$ cat src/source/raster_timing.sv
`timescale 1ns/1ps
`default_nettype none

module raster_timing #(
  parameter int H_ACTIVE = 512,
  parameter int H_FRONT  = 16,
  parameter int H_SYNC   = 64,
  parameter int H_BACK   = 48,
  parameter int V_ACTIVE = 256,
  parameter int V_FRONT  = 3,
  parameter int V_SYNC   = 4,
  parameter int V_BACK   = 13,
  localparam int H_TOTAL = H_ACTIVE + H_FRONT + H_SYNC + H_BACK,
  localparam int V_TOTAL = V_ACTIVE + V_FRONT + V_SYNC + V_BACK,
  localparam int H_BITS  = $clog2(H_TOTAL),
  localparam int V_BITS  = $clog2(V_TOTAL)
) (
  input  logic              pixel_clk,
  input  logic              rst_n,
  output logic [H_BITS-1:0] h_count,
  output logic [V_BITS-1:0] v_count,
  output logic              active,
  output logic              hsync_raw,
  output logic              vsync_raw,
  output logic              frame_start
);

  localparam int H_SYNC_START = H_ACTIVE + H_FRONT;
  localparam int H_SYNC_END   = H_SYNC_START + H_SYNC;
  localparam int V_SYNC_START = V_ACTIVE + V_FRONT;
  localparam int V_SYNC_END   = V_SYNC_START + V_SYNC;

  always_ff @(posedge pixel_clk) begin
    if (!rst_n) begin
      h_count <= '0;
      v_count <= '0;
    end else if (h_count == H_BITS'(H_TOTAL - 1)) begin
      h_count <= '0;
      if (v_count == V_BITS'(V_TOTAL - 1)) begin
        v_count <= '0;
      end else begin
        v_count <= v_count + 1'b1;
      end
    end else begin
      h_count <= h_count + 1'b1;
    end
  end

  // sync pulses are active low, placed after the front porch
  assign hsync_raw   = !((h_count >= H_SYNC_START) && (h_count < H_SYNC_END));
  assign vsync_raw   = !((v_count >= V_SYNC_START) && (v_count < V_SYNC_END));
  assign active      = (h_count < H_ACTIVE) && (v_count < V_ACTIVE);
  assign frame_start = (h_count == '0) && (v_count == '0);

  assert property (@(posedge pixel_clk) disable iff (!rst_n)
    h_count < H_TOTAL);

endmodule

`default_nettype wire

$ cat config.mk
export PLATFORM = sky130hd
export DESIGN_NAME = raster_timing
export DESIGN_NICKNAME = d
export VERILOG_FILES = /design/src/source/raster_timing.sv
export SDC_FILE = /design/constraint.sdc
export NUM_CORES = 1
export LEC_CHECK = 0
export BUFFER_PORTS_ARGS = -buffer_cell sky130_fd_sc_hd__buf_2
export CAP_MARGIN = 20
export CORE_MARGIN = 4
export CORE_UTILIZATION = 25
export CTS_BUF_LIST = sky130_fd_sc_hd__clkbuf_4
export CTS_CLUSTER_DIAMETER = 60
export CTS_CLUSTER_SIZE = 24
export DETAILED_ROUTE_END_ITERATION = 16
export PLACE_DENSITY = 0.52
export SYNTH_ARGS = -nofsm -noshare
export SYNTH_HDL_FRONTEND = slang
export SYNTH_SLANG_ARGS = --single-unit
$ cat constraint.sdc
create_clock -name pixel_clk -period 4.72 [get_ports pixel_clk]
set_input_delay 0.236 -clock pixel_clk [delete_from_list [all_inputs] [get_ports pixel_clk]]
set_output_delay 0.236 -clock pixel_clk [all_outputs]
set_load 0.01 [all_outputs]
==> impl_metrics.toml <==
[synthesis]
synth_simple_gate_area_share_pct = 33.2
synth-seq-cells = 19
netlist_area_um2 = 992
ys_types = 28
synth-edff-count = 0
synth_largest_area_cell = "dfxtp_1"
synthTopCellsByCount = "dfxtp_1 (19), nor2_1 (15), nand2_1 (10), nand3_1 (7)"
synth-compound-area-share_pct = 8.95
async_reset_ff_share_pct = 0
synthMuxAreaShare_pct = 0
synth_xor_xnor_area_share_pct = 9.71
synth_fp_nets = 122
yosysSeqAreaShare_pct = 38.3
synth_top_family_by_area = "simple AND/OR/NAND/NOR gates"
synthAdderAreaFrac_pct = 5.04
yosysMostFrequentCell = "dfxtp_1"
avgSynthCellArea_um2 = 8.55
yosysWarningCount = 0
synthFlopType = "dfxtp_1"
synth_top_cell_area_share_pct = 38.3
syn_inst = 116
synthTopCellsByArea = "dfxtp_1 (38%), nor2_1 (5.7%), xnor2_1 (5.3%)"

[final_layout]
diodes = 0
final_cells = 188
synthToLayoutAreaGrowth_pct = 18.0
multi_input_area_um2 = 564
nNetsFinal = 147
seq_area_um2 = 380
fillers = 438
drive_gt1_share_pct = 24.3

[global_route]
grt_start_max_net_pins = 12
globalRouteTotalUtil_pct = 9.67
grt_pass1_vias = 872
grt_antenna_before_repair = 0
grt_pass1_wl_um = 4020
grt_overflow = 0

[sta]
tns_ps = 0
clock_skew_ps = 7.85
setup_viol = 0
drv_slew = 0
fmax_ghz = 0.464
finalHoldViolations = 0
min_period_ps = 2150
tightest_slew_ps = 331
rsz0062_at_grt = "false"
relSlewSlack_pct = 77.9
fin_crit_sh_pct = 45.7

[worst_setup_path]
required_ps = 4480
start_kind = "flip-flop"
cp_max_fo = 8
worstPathArrival_ps = 1920
criticalPathCategory = "flip-flop to output pin"
endpoint_kind = "output pin"

[clock_network]
cts.repair.resized = 0
tritoncts = "yes"
cts_hold_buf = 0
cts_num_sinks = 19
clkTransAtPathRegs_ps = 110
h-tree-depth = 1
cts-root-buf = "clkbuf_4"
clock_latency_ps = 300
clockBufferDepth = 2
numCtsBuffers = 3
postCtsSetupRepairBufs = 0

[routing]
drt-pass1-iter-count = 4
drc = 0
viasPerCell = 4.69
routed_wl_um = 2280
drt_iter0_drc = 72
wl_per_cell_um = 12.1
ant_nets = 0
dr_total_vias = 881

[floorplan]
core_area_mm2 = 0.00374
start_util_pct = 26.5
io_pins = 25
rows = 22
die_h_um = 71
dieArea_mm2 = 0.00504
die_x_um = 71

[power]
ir_drop_mv = 0.0747
finalPower_uw = 264
p_leak_uw = 0.000478
pwr_density_cell_mw_per_mm2 = 225

[flow_run]
drv_cap = 0

[outcome]
outcome = "completed"

[place]
dpl.cell_count = 184
io_buffer_count = 24
place_hpwl_um = 1810
gp_congestion = 0.737

[hold_path]
hold_path_class = "input pin to flip-flop"
[metal layers]
metal | vias to the layer above | share of wire, % | global-route usage (%)
met5 | - | 0 | 0
met4 | 0 | 2.0 | 3.76
met1 | 409 | 43 | 11.0
met2 | 16 | 52 | 18.0
met3 | 4 | 3.2 | 1.28
li1 | 452 | - | -
[power by group]
group	internal (uW)	switching, uW
registers	162	2.41
clock network	31.6	52.0
logic	6.59	8.93
[placed cells by master (no fill, tap or decap), types with 2 or more instances in the layout]
cell type / n
and2_1: 4
clkbuf_4: 3
inv_1: 5
xnor2_1: 6
or4_1: 3
dfxtp_1: 19
ha_1: 4
nand2_1: 10
nand4_1: 5
o31ai_1: 2
a21oi_1: 6
and4_1: 2
o21ai_0: 4
and3_1: 3
xor2_1: 5
or4_4: 2
nor2_1: 15
or3_1: 3
nand3_1: 7
buf_2: 24
[worst max-delay path: stages, from the launching register on]
cell     delay, ps
dfxtp_1        400
or4_1          550
nor4_1         300
and4_1         230
buf_2          130
[cell type report]
type | instances | share of cell area (%)
multi-input combinational | 88 | 48.2
clock inverter | 1 | 0.427
timing repair buffer | 24 | 10.3
sequential | 19 | 32.5
inverter | 5 | 1.60
clock buffer | 3 | 1.92
tap | 48 | 5.13
[through the flow]
step / area (um^2) / hold slack (ps) / util [%] / worst slack (ps)
floorplan: 992 / 358 / - / 2920
global placement: 1140 / 457 / 30.5 / 2870
detailed placement: 1140 / 487 / 30.5 / 2840
CTS: 1170 / 249 / 31.3 / 2530
global route: 1170 / 237 / 31.3 / 2390
finish: 1170 / 255 / 31.3 / 2570
[flip-flops by register name (all words and copies together), names as in the netlist]
name	count
h_count	10
v_count	9
[cell families (layout without fill, tap and decap cells)]
| logic type | after synthesis | after routing |
|---|---|---|
| AOI/OAI and AO/OA | 14 | 14 |
| xor gates and xnor gates | 11 | 11 |
| adders and majority gates | 4 | 4 |
| buffers and inverters | 9 | 33 |
| DFF | 19 | 19 |
| and+or+nand+nor | 59 | 59 |
[path summary, 6_finish.rpt]
| check | startpoint | end | slack (ps) | cells after the start |
|---|---|---|---|---|
| max reg2reg | h_count[0]$_SDFF_PP0_ | v_count[7]$_SDFFE_PN0N_ | 2830 | 5 |
| min | rst_n | v_count[1]$_SDFFE_PN0N_ | 250 | 2 |
| max | h_count[4]$_SDFF_PP0_ | frame_start | 2570 | 4 |
| min reg2reg | h_count[0]$_SDFF_PP0_ | h_count[0]$_SDFF_PP0_ | 500 | 1 |
(Power assumes the default switching activity.)
