## src/source/xy_scope_pkg.sv

```systemverilog
`default_nettype none

package xy_scope_pkg;

  // ========================================================================
  // framebuffer cell layout
  // ========================================================================

  // three colour-enable bits sit above the intensity field
  localparam int cell_intensity_bits = 4;
  localparam int cell_bits           = cell_intensity_bits + 3;
  localparam int cell_blu_bit        = cell_intensity_bits;
  localparam int cell_grn_bit        = cell_intensity_bits + 1;
  localparam int cell_red_bit        = cell_intensity_bits + 2;

  // ========================================================================
  // control port register map
  // ========================================================================

  localparam int wb_data_bits  = 16;
  localparam int reg_addr_bits = 2;
  localparam int fade_bits     = 8;
  localparam int count_bits    = 16;

  localparam logic [reg_addr_bits-1:0] reg_ctrl_addr   = 2'd0;
  localparam logic [reg_addr_bits-1:0] reg_fade_addr   = 2'd1;
  localparam logic [reg_addr_bits-1:0] reg_count_addr  = 2'd2;
  localparam logic [reg_addr_bits-1:0] reg_status_addr = 2'd3;

  // bit 1 of ctrl self-clears and is never stored
  localparam int ctrl_enable_bit = 0;
  localparam int ctrl_clear_bit  = 1;

endpackage

`default_nettype wire

```

## src/source/trace_plotter.sv

```systemverilog
`timescale 1ns/1ps
`default_nettype none

module trace_plotter #(
  parameter int ADC_WIDTH  = 10,
  parameter int FB_X_BITS  = 8,
  parameter int FB_Y_BITS  = 7,
  localparam int ADDR_BITS = FB_X_BITS + FB_Y_BITS
) (
  input  logic                               pixel_clk,
  input  logic                               rst_n,
  input  logic [ADC_WIDTH-1:0]               sample_x,
  input  logic [ADC_WIDTH-1:0]               sample_y,
  input  logic                               sample_red,
  input  logic                               sample_grn,
  input  logic                               sample_blu,
  input  logic                               sample_valid,
  input  logic                               plot_enable,
  input  logic                               plot_grant,
  output logic                               sample_ready,
  output logic                               plot_req,
  output logic [ADDR_BITS-1:0]               plot_addr,
  output logic [xy_scope_pkg::cell_bits-1:0] plot_cell,
  output logic                               sample_written
);

  import xy_scope_pkg::*;

  logic [FB_X_BITS-1:0] col;
  logic [FB_Y_BITS-1:0] row;
  logic [2:0]           rgb_en;
  logic                 keep;
  logic                 pending;
  logic                 accept;
  logic                 req_next;

  assign accept   = sample_valid && sample_ready;
  // a held sample turns into a request one cycle after capture
  assign req_next = pending ? keep : (plot_req && !plot_grant);

  // the holder keeps only the top bits of each axis
  always_ff @(posedge pixel_clk) begin
    if (accept) begin
      col    <= sample_x[ADC_WIDTH-1 -: FB_X_BITS];
      row    <= sample_y[ADC_WIDTH-1 -: FB_Y_BITS];
      rgb_en <= {sample_red, sample_grn, sample_blu};
      keep   <= plot_enable;
    end
  end

  always_ff @(posedge pixel_clk) begin
    if (!rst_n) begin
      pending        <= 1'b0;
      plot_req       <= 1'b0;
      sample_ready   <= 1'b0;
      sample_written <= 1'b0;
    end else begin
      pending        <= accept;
      plot_req       <= req_next;
      sample_ready   <= !accept && !req_next;
      sample_written <= plot_req && plot_grant;
    end
  end

  // row times cells per row plus column, cells per row being a power of two
  assign plot_addr = {row, col};

  always_comb begin
    plot_cell                          = '0;
    plot_cell[cell_intensity_bits-1:0] = '1;
    plot_cell[cell_red_bit]            = rgb_en[2];
    plot_cell[cell_grn_bit]            = rgb_en[1];
    plot_cell[cell_blu_bit]            = rgb_en[0];
  end

  assert property (@(posedge pixel_clk) disable iff (!rst_n)
    plot_req && !plot_grant |=> plot_req && $stable(plot_addr) && $stable(plot_cell));

endmodule

`default_nettype wire

```

## config.mk

```make
export PLATFORM = sky130hd
export DESIGN_NAME = trace_plotter
export DESIGN_NICKNAME = d
export VERILOG_FILES = /design/src/source/xy_scope_pkg.sv /design/src/source/trace_plotter.sv
export SDC_FILE = /design/constraint.sdc
export NUM_CORES = 1
export LEC_CHECK = 0
export ABC_CLOCK_PERIOD_IN_PS = 2000
export BUFFER_PORTS_ARGS = -buffer_cell sky130_fd_sc_hd__buf_2
export CAP_MARGIN = 15
export CORE_ASPECT_RATIO = 0.8
export CORE_MARGIN = 4
export CORE_UTILIZATION = 44
export CTS_BUF_LIST = sky130_fd_sc_hd__clkbuf_4 sky130_fd_sc_hd__clkbuf_8
export CTS_CLUSTER_SIZE = 8
export DETAILED_ROUTE_END_ITERATION = 10
export HOLD_SLACK_MARGIN = 0.15
export PLACE_DENSITY = 0.95
export SLEW_MARGIN = 10
export SYNTH_ARGS = -nofsm -noshare
export SYNTH_HDL_FRONTEND = slang
export SYNTH_SLANG_ARGS = --single-unit
```

## constraint.sdc

```tcl
create_clock -name pixel_clk -period 2 [get_ports pixel_clk]
set_input_delay 0.1 -clock pixel_clk [delete_from_list [all_inputs] [get_ports pixel_clk]]
set_output_delay 0.1 -clock pixel_clk [all_outputs]
set_load 0.005 [all_outputs]
```

==> reports/summary.txt <==
Die height -> 44.5 um
Crit path kind -> primary input to flop
Syn-to-layout area delta -> 68.3%
Post-DP HPWL -> 1060 um
Worst hold path depth -> 2
Clk_skew -> 0.00138 ns
Post-CTS setup buffers -> 0
Worst stage delay on the critical path -> 0.53 ns
Post-DR vias/cell -> 4.27
Wire per inst -> 14.4 um
Number of CTS-inserted buffers -> 3
Initial DRC count -> 4
Cells after Synth -> 35
Layout net count -> 135
Post-synthesis sequential area ratio -> 88.7%
Layout cells sized above 1 -> 45.3%
FF-to-FF Start -> sample_ready$_SDFF_PN0_
H-tree levels -> 1
Number of global-route vias before repair -> 573
Synth Area per Inst -> 20.9 um^2
FF-to-FF path depth -> 3
DRC -> 0
Gr usage total -> 17.2%
Largest net degree at the start of global routing -> 15
Root buf cell -> clkbuf_4
Worst-path cell chain -> dlygate4sd3_1 > buf_2 > and2_1 > buf_4 > and4b_1
Slew Viols, Final -> 0
Maximum clock frequency -> 755 MHz
Synth cell types -> 10
CTS tree -> built
# IOs -> 53
Period utilisation layout -> 66.2%
Final instance area -> 0.00123 mm^2
Rows -> 12
Power per cell area -> 687 mW/mm^2
CP max stage cell -> dlygate4sd3_1
Final setup violation count -> 0
Total gr overflow -> 0
Die ar. -> 0.00239 mm^2
R2R Setup Slk -> 0.74 ns
Min-delay src -> pending$_SDFF_PN0_
Crit path launch type -> primary input
Max cap viols -> 0
Ys Warns -> 0
WHS Endpoint -> plot_req$_SDFF_PN0_
Setup TNS -> 0 ns
Via count -> 542
Area after DPL -> 963 um^2
Fin. Hold Viols -> 0
Hold WS -> 0.495 ns
Worst-path fanout max -> 14
Antenna cells -> 0
RSZ-0062 raised after global routing -> no
Chip width -> 53.6 um
GP Congestion -> 0.684
Req. time, crit path -> 2.20 ns
Final WL -> 1830 um
Leak Pwr -> 0.000543 uW
Antenna violations before repair -> 0
First-pass GRT wire length -> 2770 um
Post-synthesis cell area -> 733 um^2
Arr. time, crit path -> 1.53 ns
Final ANT Viol Nets -> 0
RR Endpoint -> sample_ready$_SDFF_PN0_
Min Tclk post-route -> 1.32 ns
Status -> finished, final reports clean
Port buffer count -> 43
Hold Path Class -> flop to flop
Max Root-Sink Buffers -> 2
Maximum vdd drop -> 0.000517 V
Clock sinks -> 23
TritonRoute pass-1 iters -> 3
Clk Latency, worst-skew pair -> 0.30 ns
#FFs+latches synth -> 23
Critical path capture point type -> flop
Std-Cell Core Area -> 0.00147 mm^2
Clock transition at path regs -> 0.12 ns
Initial core utilization -> 49.8%
how the worst max path moves through the flow:
stage                            startpoint                 endpoint  slack [ns]
CTS                            sample_valid  sample_ready$_SDFF_PN0_        0.69
detailed placement  sample_ready$_SDFF_PN0_  sample_ready$_SDFF_PN0_        0.76
global route                   sample_valid  sample_ready$_SDFF_PN0_        0.62
floorplan           sample_ready$_SDFF_PN0_         col[0]$_DFFE_PP_        0.76
global placement    sample_ready$_SDFF_PN0_  sample_ready$_SDFF_PN0_        0.79
finish                         sample_valid  sample_ready$_SDFF_PN0_        0.68
synthesized netlist by cell type:
cell      number  area, um^2
and4b_1        1        10.0
a21boi_1       1        7.51
buf_4          4        30.0
and3_1         2        12.5
nand2_1        1        3.75
edfxtp_1      19         571
or3b_1         1        8.76
dfxtp_1        4        80.1
and2_1         1        6.26
conb_1         1        3.75
power breakdown:
part | total, uW | internal, uW | switching, uW
clock | 207 | 76.0 | 131
sequential | 547 | 541 | 5.56
combinational | 93.0 | 58.9 | 34.1
cells by family after synthesis:
| group | after synthesis | share of synthesized area, % |
|---|---|---|
| flip-flops | 23 | 88.7 |
| buffers and inverters | 4 | 4.10 |
| AO/OA/AOI/OAI | 1 | 1.02 |
| AND/OR/NAND/NOR | 6 | 5.63 |
| other | 1 | 0.511 |
layer usage:
| layer | vias to the layer above | wire length (um) | share of wire (%) | global-route usage (%) |
|---|---|---|---|---|
| met4 | 0 | 18 | 0.99 | 7.14 |
| met2 | 33 | 946 | 52 | 30.3 |
| met5 | - | 0 | 0 | 0 |
| met1 | 242 | 667 | 37 | 17.9 |
| met3 | 2 | 193 | 11 | 7.41 |
| li1 | 265 | - | - | - |
through the flow:
step,utilization [%],instances,total power [uW],setup WS [ns]
after global placement,65.5,99,610,0.791
final,83.8,127,847,0.676
after floorplan,-,38,577,0.759
after global routing,83.8,127,902,0.623
after CTS,83.8,127,852,0.693
after detailed placement,65.5,99,614,0.758
sequential cells by signal (all words and copies together), names as in the netlist:
| signal | cells |
|---|---|
| row | 7 |
| rgb_en | 3 |
| pending | 1 |
| sample_ready | 1 |
| plot_req | 1 |
| col | 8 |
| sample_written | 1 |
| keep | 1 |
cell type report:
type	instances	area [um^2]
clock buffer	3	22.5
clock inverter	1	7.51
fill	82	238
multi-input combinational	11	63.8
sequential	23	651
tap	21	26.3
timing repair buffer	68	463
cell usage in the layout, fill, tap and decap left out, drive strengths merged, types with 2 or more instances in the layout:
cell         synthesis  layout
buf                  4      44
dlygate4sd3          0      24
edfxtp              19      19
conb                 1       4
dfxtp                4       4
clkbuf               0       3
and3                 2       2
critical path: cells and delay by family:
kind | cells | cell delay (ns)
buf+inv | 3 | 0.92
simple gates | 2 | 0.51
what timing repair did:
action | in CTS | in global routing
resized for setup | 0 | 0
hold endpoints to repair | 23 | 0
endpoints found under the setup margin | 0 | 0
hold buffers | 24 | 0
Power figures use the tool's default switching activity.
