### src/source/xy_scope_pkg.sv
`default_nettype none

package xy_scope_pkg;

  // ========================================================================
  // framebuffer cell layout
  // ========================================================================

  // three colour-enable bits sit above the intensity field
  localparam int cell_intensity_bits = 4;
  localparam int cell_bits           = cell_intensity_bits + 3;
  localparam int cell_blu_bit        = cell_intensity_bits;
  localparam int cell_grn_bit        = cell_intensity_bits + 1;
  localparam int cell_red_bit        = cell_intensity_bits + 2;

  // ========================================================================
  // control port register map
  // ========================================================================

  localparam int wb_data_bits  = 16;
  localparam int reg_addr_bits = 2;
  localparam int fade_bits     = 8;
  localparam int count_bits    = 16;

  localparam logic [reg_addr_bits-1:0] reg_ctrl_addr   = 2'd0;
  localparam logic [reg_addr_bits-1:0] reg_fade_addr   = 2'd1;
  localparam logic [reg_addr_bits-1:0] reg_count_addr  = 2'd2;
  localparam logic [reg_addr_bits-1:0] reg_status_addr = 2'd3;

  // bit 1 of ctrl self-clears and is never stored
  localparam int ctrl_enable_bit = 0;
  localparam int ctrl_clear_bit  = 1;

endpackage

`default_nettype wire

### src/source/scope_regs.sv
`timescale 1ns/1ps
`default_nettype none

module scope_regs (
  input  logic                                   pixel_clk,
  input  logic                                   rst_n,
  input  logic                                   wb_cyc,
  input  logic                                   wb_stb,
  input  logic                                   wb_we,
  input  logic [xy_scope_pkg::reg_addr_bits-1:0] wb_adr,
  input  logic [xy_scope_pkg::wb_data_bits-1:0]  wb_dat_i,
  input  logic                                   clear_busy,
  input  logic                                   sample_written,
  output logic [xy_scope_pkg::wb_data_bits-1:0]  wb_dat_o,
  output logic                                   wb_ack,
  output logic                                   plot_enable,
  output logic [xy_scope_pkg::fade_bits-1:0]     fade_period,
  output logic                                   clear_start
);

  import xy_scope_pkg::*;

  logic [count_bits-1:0]   sample_count;
  logic [wb_data_bits-1:0] rd_data;
  logic                    req;
  logic                    wr;

  // a new cycle is taken only when no ack is pending, so acks are single pulses
  assign req = wb_cyc && wb_stb && !wb_ack;
  assign wr  = req && wb_we;

  always_ff @(posedge pixel_clk) begin
    if (!rst_n) begin
      wb_ack      <= 1'b0;
      plot_enable <= 1'b0;
      fade_period <= '0;
      clear_start <= 1'b0;
    end else begin
      wb_ack      <= req;
      clear_start <= wr && (wb_adr == reg_ctrl_addr) && wb_dat_i[ctrl_clear_bit];
      if (wr && (wb_adr == reg_ctrl_addr)) begin
        plot_enable <= wb_dat_i[ctrl_enable_bit];
      end
      if (wr && (wb_adr == reg_fade_addr)) begin
        fade_period <= wb_dat_i[fade_bits-1:0];
      end
    end
  end

  // wraps at 16 bits, and any write to its address zeroes it
  always_ff @(posedge pixel_clk) begin
    if (!rst_n) begin
      sample_count <= '0;
    end else if (wr && (wb_adr == reg_count_addr)) begin
      sample_count <= '0;
    end else if (sample_written) begin
      sample_count <= sample_count + 1'b1;
    end
  end

  always_comb begin
    rd_data = '0;
    case (wb_adr)
      reg_ctrl_addr:   rd_data[ctrl_enable_bit] = plot_enable;
      reg_fade_addr:   rd_data[fade_bits-1:0]   = fade_period;
      reg_count_addr:  rd_data                  = sample_count;
      reg_status_addr: rd_data[0]               = clear_busy;
      default:         rd_data                  = '0;
    endcase
  end

  always_ff @(posedge pixel_clk) begin
    if (req) begin
      wb_dat_o <= rd_data;
    end
  end

  assert property (@(posedge pixel_clk) disable iff (!rst_n)
    wb_ack |=> !wb_ack);

endmodule

`default_nettype wire

### config.mk
export PLATFORM = sky130hd
export DESIGN_NAME = scope_regs
export DESIGN_NICKNAME = d
export VERILOG_FILES = /design/src/source/xy_scope_pkg.sv /design/src/source/scope_regs.sv
export SDC_FILE = /design/constraint.sdc
export NUM_CORES = 1
export LEC_CHECK = 0
export ABC_AREA = 1
export ABC_CLOCK_PERIOD_IN_PS = 1800
export BUFFER_PORTS_ARGS = -buffer_cell sky130_fd_sc_hd__buf_2
export CAP_MARGIN = 25
export CORE_ASPECT_RATIO = 0.75
export CORE_MARGIN = 4
export CORE_UTILIZATION = 53
export CTS_CLUSTER_DIAMETER = 200
export DETAILED_ROUTE_END_ITERATION = 8
export PLACE_DENSITY_LB_ADDON = 0.05
export SLEW_MARGIN = 25
export SYNTH_ARGS = -nofsm -noshare
export SYNTH_HDL_FRONTEND = slang
export SYNTH_SLANG_ARGS = --single-unit
### constraint.sdc
create_clock -name pixel_clk -period 1.8 [get_ports pixel_clk]
set_input_delay 0.18 -clock pixel_clk [delete_from_list [all_inputs] [get_ports pixel_clk]]
set_output_delay 0.18 -clock pixel_clk [all_outputs]
set_load 0.005 [all_outputs]
==> results.toml, run 1 <==
[routing]
drt-vias-per-instance = 4.700
routedWlPerCell_microns = 11.79
drc_errors = 0
vias = 1598
drtPass1Iterations = 4
wl_microns = 4008
ant_nets = 0
drt-initial-drc-count = 82

[clock_network]
cts-root-buf = "clkbuf_8"
clock_latency_ps = 300
ctsResizeCount = 0
clock-sinks = 43
htree_levels = 2
clock_path_buffers = 2
cts_inserted_buffers = 5
clk_pin_slew_ps = 80
tritoncts = "done"
post-cts-setup-buffers = 0
ctsHoldBuffers = 0

[logic_synthesis]
syn_avg_cell_area_sq_um = 8.439
ys.warnings.count = 0
synth_top_area_frac = 0.2680
ys_seq_area_frac = 0.5062
ys.flop_type = "dfxtp_1"
synth.area.top_cells = "dfxtp_1, edfxtp_1, nand2_1, nor2_1, inv_1"
synth_area_leader_cell = "dfxtp_1"
synthesis.area_sq_mm = 0.002017
synthCells = 239
ys_seq_elements = 43
synth_cell_type_count = 28
ys_async_sr_fraction = 0
synth_edf_count = 16
synth_nets = 270

[global_routing]
grt-ovfl-total = 0
grt_pass1_wl_microns = 6693
grt_pass1_vias = 1453
grt_usage = 0.1830
antenna_found_initial = 0
grt_max_degree = 13

[finish]
antenna_cells = 0
drive_above_1_share = 0.2639
design_area_sq_mm = 0.002389
layout_common_cells = "nand2_1, buf_2, nor2_1"
nets = 318
mostFrequentLayoutCell = "nand2_1"
n_fill_cell = 347
area_growth_pct = 18.42

[placed_design]
place_congestion = 0.8196
dp_hpwl_microns = 3038
io_buffers = 43
placed_area_sq_mm = 0.002288

[sta]
max_freq_mhz = 746.6
period_share = 0.7441
finalCriticalPeriod_ps = 1339
rsz0062_at_grt = "false"
slew_headroom = 0.7221
fin_setup_tns_ps = 0
worst_pin_slew_ps = 416.9
skew_ps = 5.664
slew_violations = 0
hold_viol = 0
setup_viol_count_final = 0

[setup_path]
worstSetupPathType = "flop to flop"
end_kind = "flop"
required_ps = 1800
crit_fanout = 9
arrival_ps = 1340
crit_path_start_kind = "flop"

[floorplanning]
die_h_microns = 61.43
initial_core_util = 0.5509
die_area_sq_mm = 0.004867
rows = 19
die_w_microns = 79.23
io_pins = 52
coreArea_sq_mm = 0.003661

[status]
status = "finished, final reports clean"

[hold_path]
hold_class = "input pin to flop"

[job]
drv_cap = 0

[pwr]
p_leak_uw = 0.001120
peakVddDrop_uv = 627.3
p_per_area_mw_per_mm2 = 764.8
where the power goes:
| group | total (uW) | internal (uW) | leakage, uW | switching, uW |
|---|---|---|---|---|
| Sequential | 1030 | 1020 | 0.000384 | 10.4 |
| Clock | 670 | 350 | 0.0000515 | 320 |
| Combinational | 122 | 45.9 | 0.000684 | 76.6 |
| Total | 1830 | 1420 | 0.00112 | 407 |
Yosys cell counts, drive strengths merged (2+ instances only):
master / number
nand4: 2
o21ai: 9
a21oi: 15
edfxtp: 16
buf: 5
nor2: 47
ha: 6
nor3: 2
inv: 29
dfxtp: 27
nand3: 8
xor2: 4
nand2: 62
clkinv: 2
worst paths after layout:
| check | from | end | slack [ps] | cells past startpoint |
|---|---|---|---|---|
| worst min register to register | plot_enable | plot_enable | 490 | 2 |
| worst min-delay path | wb_dat_i[6] | fade_period[6] | 100 | 3 |
| worst max register to register | wb_ack | wb_dat_o[14] | 460 | 4 |
| worst max-delay path | wb_ack | wb_dat_o[14] | 460 | 4 |
worst max-delay path: stages (launching register included):
cell	delay, ps
dfxtp_1	320
inv_1	60
nand3_1	110
inv_1	290
buf_4	270
per-layer routing:
layer,track usage,wire (microns)
met1,0.2498,2061
met3,0.04678,256
met5,0,0
met4,0.08824,61
met2,0.2758,1629
flip-flops by register name (all words and copies together), names as in the netlist:
name          cells
fade_period       8
sample_count     16
wb_dat_o         16
plot_enable       1
clear_start       1
wb_ack            1
cell type report:
class                   count  area (sq um)  area share
flip-flops and latches     43          1021      0.4274
repair buffers             46         237.7     0.09953
clock buffers               8         100.1     0.04191
inverters                  31         121.4     0.05081
multi-input cells         160         843.3      0.3531
well taps                  52         65.06     0.02724
stage by stage:
step	power, uW	std cells	util	hold WS, ps	worst slack (ps)
floorplan	1126	239	-	314.9	636.5
finish	1827	340	0.6524	104.1	460.5
global placement	1176	332	0.6251	405.4	415.9
global route	1884	340	0.6524	113.8	345.2
CTS	1842	340	0.6524	96.01	452.3
detailed placement	1179	332	0.6251	407.9	398.0
kinds of logic after synthesis:
group | Yosys count | share of synthesized area
xor+xnor | 5 | 0.02171
flops | 43 | 0.5062
simple gates | 123 | 0.2878
buf+inv | 36 | 0.07568
compound gates | 26 | 0.07134
fa+ha+maj | 6 | 0.03722
Power figures use the tool's default switching activity.
==> run 2, diff against run 1 <==
--- a/config.mk
+++ b/config.mk
@@ -6,12 +6,12 @@
 export NUM_CORES = 1
 export LEC_CHECK = 0
 export ABC_AREA = 1
-export ABC_CLOCK_PERIOD_IN_PS = 1800
+export ABC_CLOCK_PERIOD_IN_PS = 1160
 export BUFFER_PORTS_ARGS = -buffer_cell sky130_fd_sc_hd__buf_2
 export CAP_MARGIN = 25
 export CORE_ASPECT_RATIO = 0.75
 export CORE_MARGIN = 4
-export CORE_UTILIZATION = 53
+export CORE_UTILIZATION = 47
 export CTS_CLUSTER_DIAMETER = 200
 export DETAILED_ROUTE_END_ITERATION = 8
 export PLACE_DENSITY_LB_ADDON = 0.05
==> constraint.sdc (replaced) <==
create_clock -name pixel_clk -period 1.16 [get_ports pixel_clk]
set_input_delay 0.116 -clock pixel_clk [delete_from_list [all_inputs] [get_ports pixel_clk]]
set_output_delay 0.116 -clock pixel_clk [all_outputs]
set_load 0.005 [all_outputs]
==> results.toml, run 2 (synthesis results as in run 1) <==
[finish]
n_fill_cell = 363
fin_cells = 361
layout_common_cells = "nand2_1, buf_2, nor2_1"
regArea_sq_mm = 0.001047
top_regs = "sample_count: 16 flops, wb_dat_o: 16 flops, fade_period: 8 flops"
antenna_cells = 0
drive_above_1_share = 0.3954
multi_input_area_sq_um = 918.4
mostFrequentLayoutCell = "nand2_1"
area_growth_pct = 33.81
nets = 336

[routing]
wl_microns = 4248
drc_errors = 0
drt-vias-per-instance = 4.701
routedWlPerCell_microns = 11.77
drt-initial-drc-count = 83
vias = 1697
drtPass1Iterations = 4
ant_nets = 0

[clock_network]
htree_levels = 2
clock_latency_ps = 290
ctsHoldBuffers = 0
cts-root-buf = "clkbuf_8"
clk_pin_slew_ps = 80
cts_inserted_buffers = 5
clock_path_buffers = 2
tritoncts = "done"
clock-sinks = 43

[setup_path]
required_ps = 1400
worstSetupPathType = "flop to flop"
crit_fanout = 4
end_kind = "flop"
cp_slowest_cell = "dfxtp_2"
worst-path-buf-inv = 2
critPathMaxStageDelay_ps = 330
path_cells = "inv_2 > nand4_1 > nor2_4 > clkbuf_16 > o21ai_0 > nor2_1"
rrSetupSlack_ps = 40
critical-path-top-delay-family = "simple AND/OR/NAND/NOR gates"
arrival_ps = 1350
crit_path_start_kind = "flop"

[sta]
hold_viol = 0
worst_pin_slew_ps = 214.5
skew_ps = 5.388
rsz0062_at_grt = "true"
period_share = 0.9626
slew_headroom = 0.8569
setup_ws_ps = 43.35
finalCriticalPeriod_ps = 1117
setup_viol_count_final = 0
max_freq_mhz = 895.5
slew_violations = 0

[global_routing]
grt_pass1_vias = 1631
grt-ovfl-total = 0
grt_usage = 0.1668
grt_pass1_wl_microns = 7217
grt_max_degree = 14
antenna_found_initial = 0

[floorplanning]
die_w_microns = 83.64
die_h_microns = 64.73
io_pins = 52
coreArea_sq_mm = 0.004104
die_area_sq_mm = 0.005414
rows = 20
initial_core_util = 0.4915

[status]
status = "finished, final reports clean"

[placed_design]
placedCellCount = 347
dp_hpwl_microns = 3167
pre_cts_ws_ps = -75.06
place_congestion = 0.7847
io_buffers = 43

[pwr]
p_leak_uw = 0.001258
peakVddDrop_uv = 702.4
p_per_area_mw_per_mm2 = 1187

[hold_path]
hold_class = "input pin to flop"

[job]
drv_cap = 0
==> run 2: worst min-delay path: cells and delay by family <==
| kind | cells | cell delay (ps) |
|---|---|---|
| buffers and inverters | 1 | 70 |
| AND/OR/NAND/NOR | 2 | 110 |
==> run 2: final timing paths <==
check / startpoint / to / depth (start not counted)
worst max register to register: wb_ack / fade_period[6] / 6
worst min register to register: plot_enable / plot_enable / 2
worst min-delay path: wb_dat_i[3] / fade_period[3] / 3
worst max-delay path: wb_ack / fade_period[6] / 6
==> run 2: layout make-up <==
| cell class | instances | area share |
|---|---|---|
| flip-flops and latches | 43 | 0.3880 |
| multi-input cells | 160 | 0.3403 |
| well taps | 55 | 0.02550 |
| inverters | 31 | 0.04636 |
| repair buffers | 64 | 0.1507 |
| clock inverters | 2 | 0.02225 |
| clock buffers | 6 | 0.02689 |
==> run 2: metrics by stage <==
| stage | TNS (ps) | power [uW] | utilization | area [sq um] | hold slack [ps] |
|---|---|---|---|---|---|
| after global placement | -1050 | 1850 | 0.5845 | 2399 | 338.1 |
| after CTS | 0 | 3225 | 0.6284 | 2579 | 37.15 |
| after detailed placement | -1983 | 1855 | 0.5845 | 2399 | 345.2 |
| after global routing | -514.9 | 3326 | 0.6576 | 2699 | 39.44 |
| final | 0 | 3205 | 0.6576 | 2699 | 40.26 |
| after floorplan | 0 | 1749 | - | 2021 | 250.9 |
==> run 2: report_power, final <==
part           switching (uW)  internal, uW
Combinational             136           108
Clock                     500           860
Sequential               18.7          1580
Total                     655          2550
==> run 2: what timing repair did <==
item / 4_1_cts / 5_1_grt
endpoints found under the setup margin: 34 / 25
setup buffers: 3 / 2
gates cloned: 0 / 1
gates resized for setup: 8 / 30
pin swaps: 1 / 7
==> run 2: routing by layer <==
metal  track usage  up-vias  wire, microns
li1              -      882              -
met1        0.2258      777           2183
met2        0.2649       33           1837
met3       0.03558        5            185
met4       0.06024        0             41
met5             0        -              0
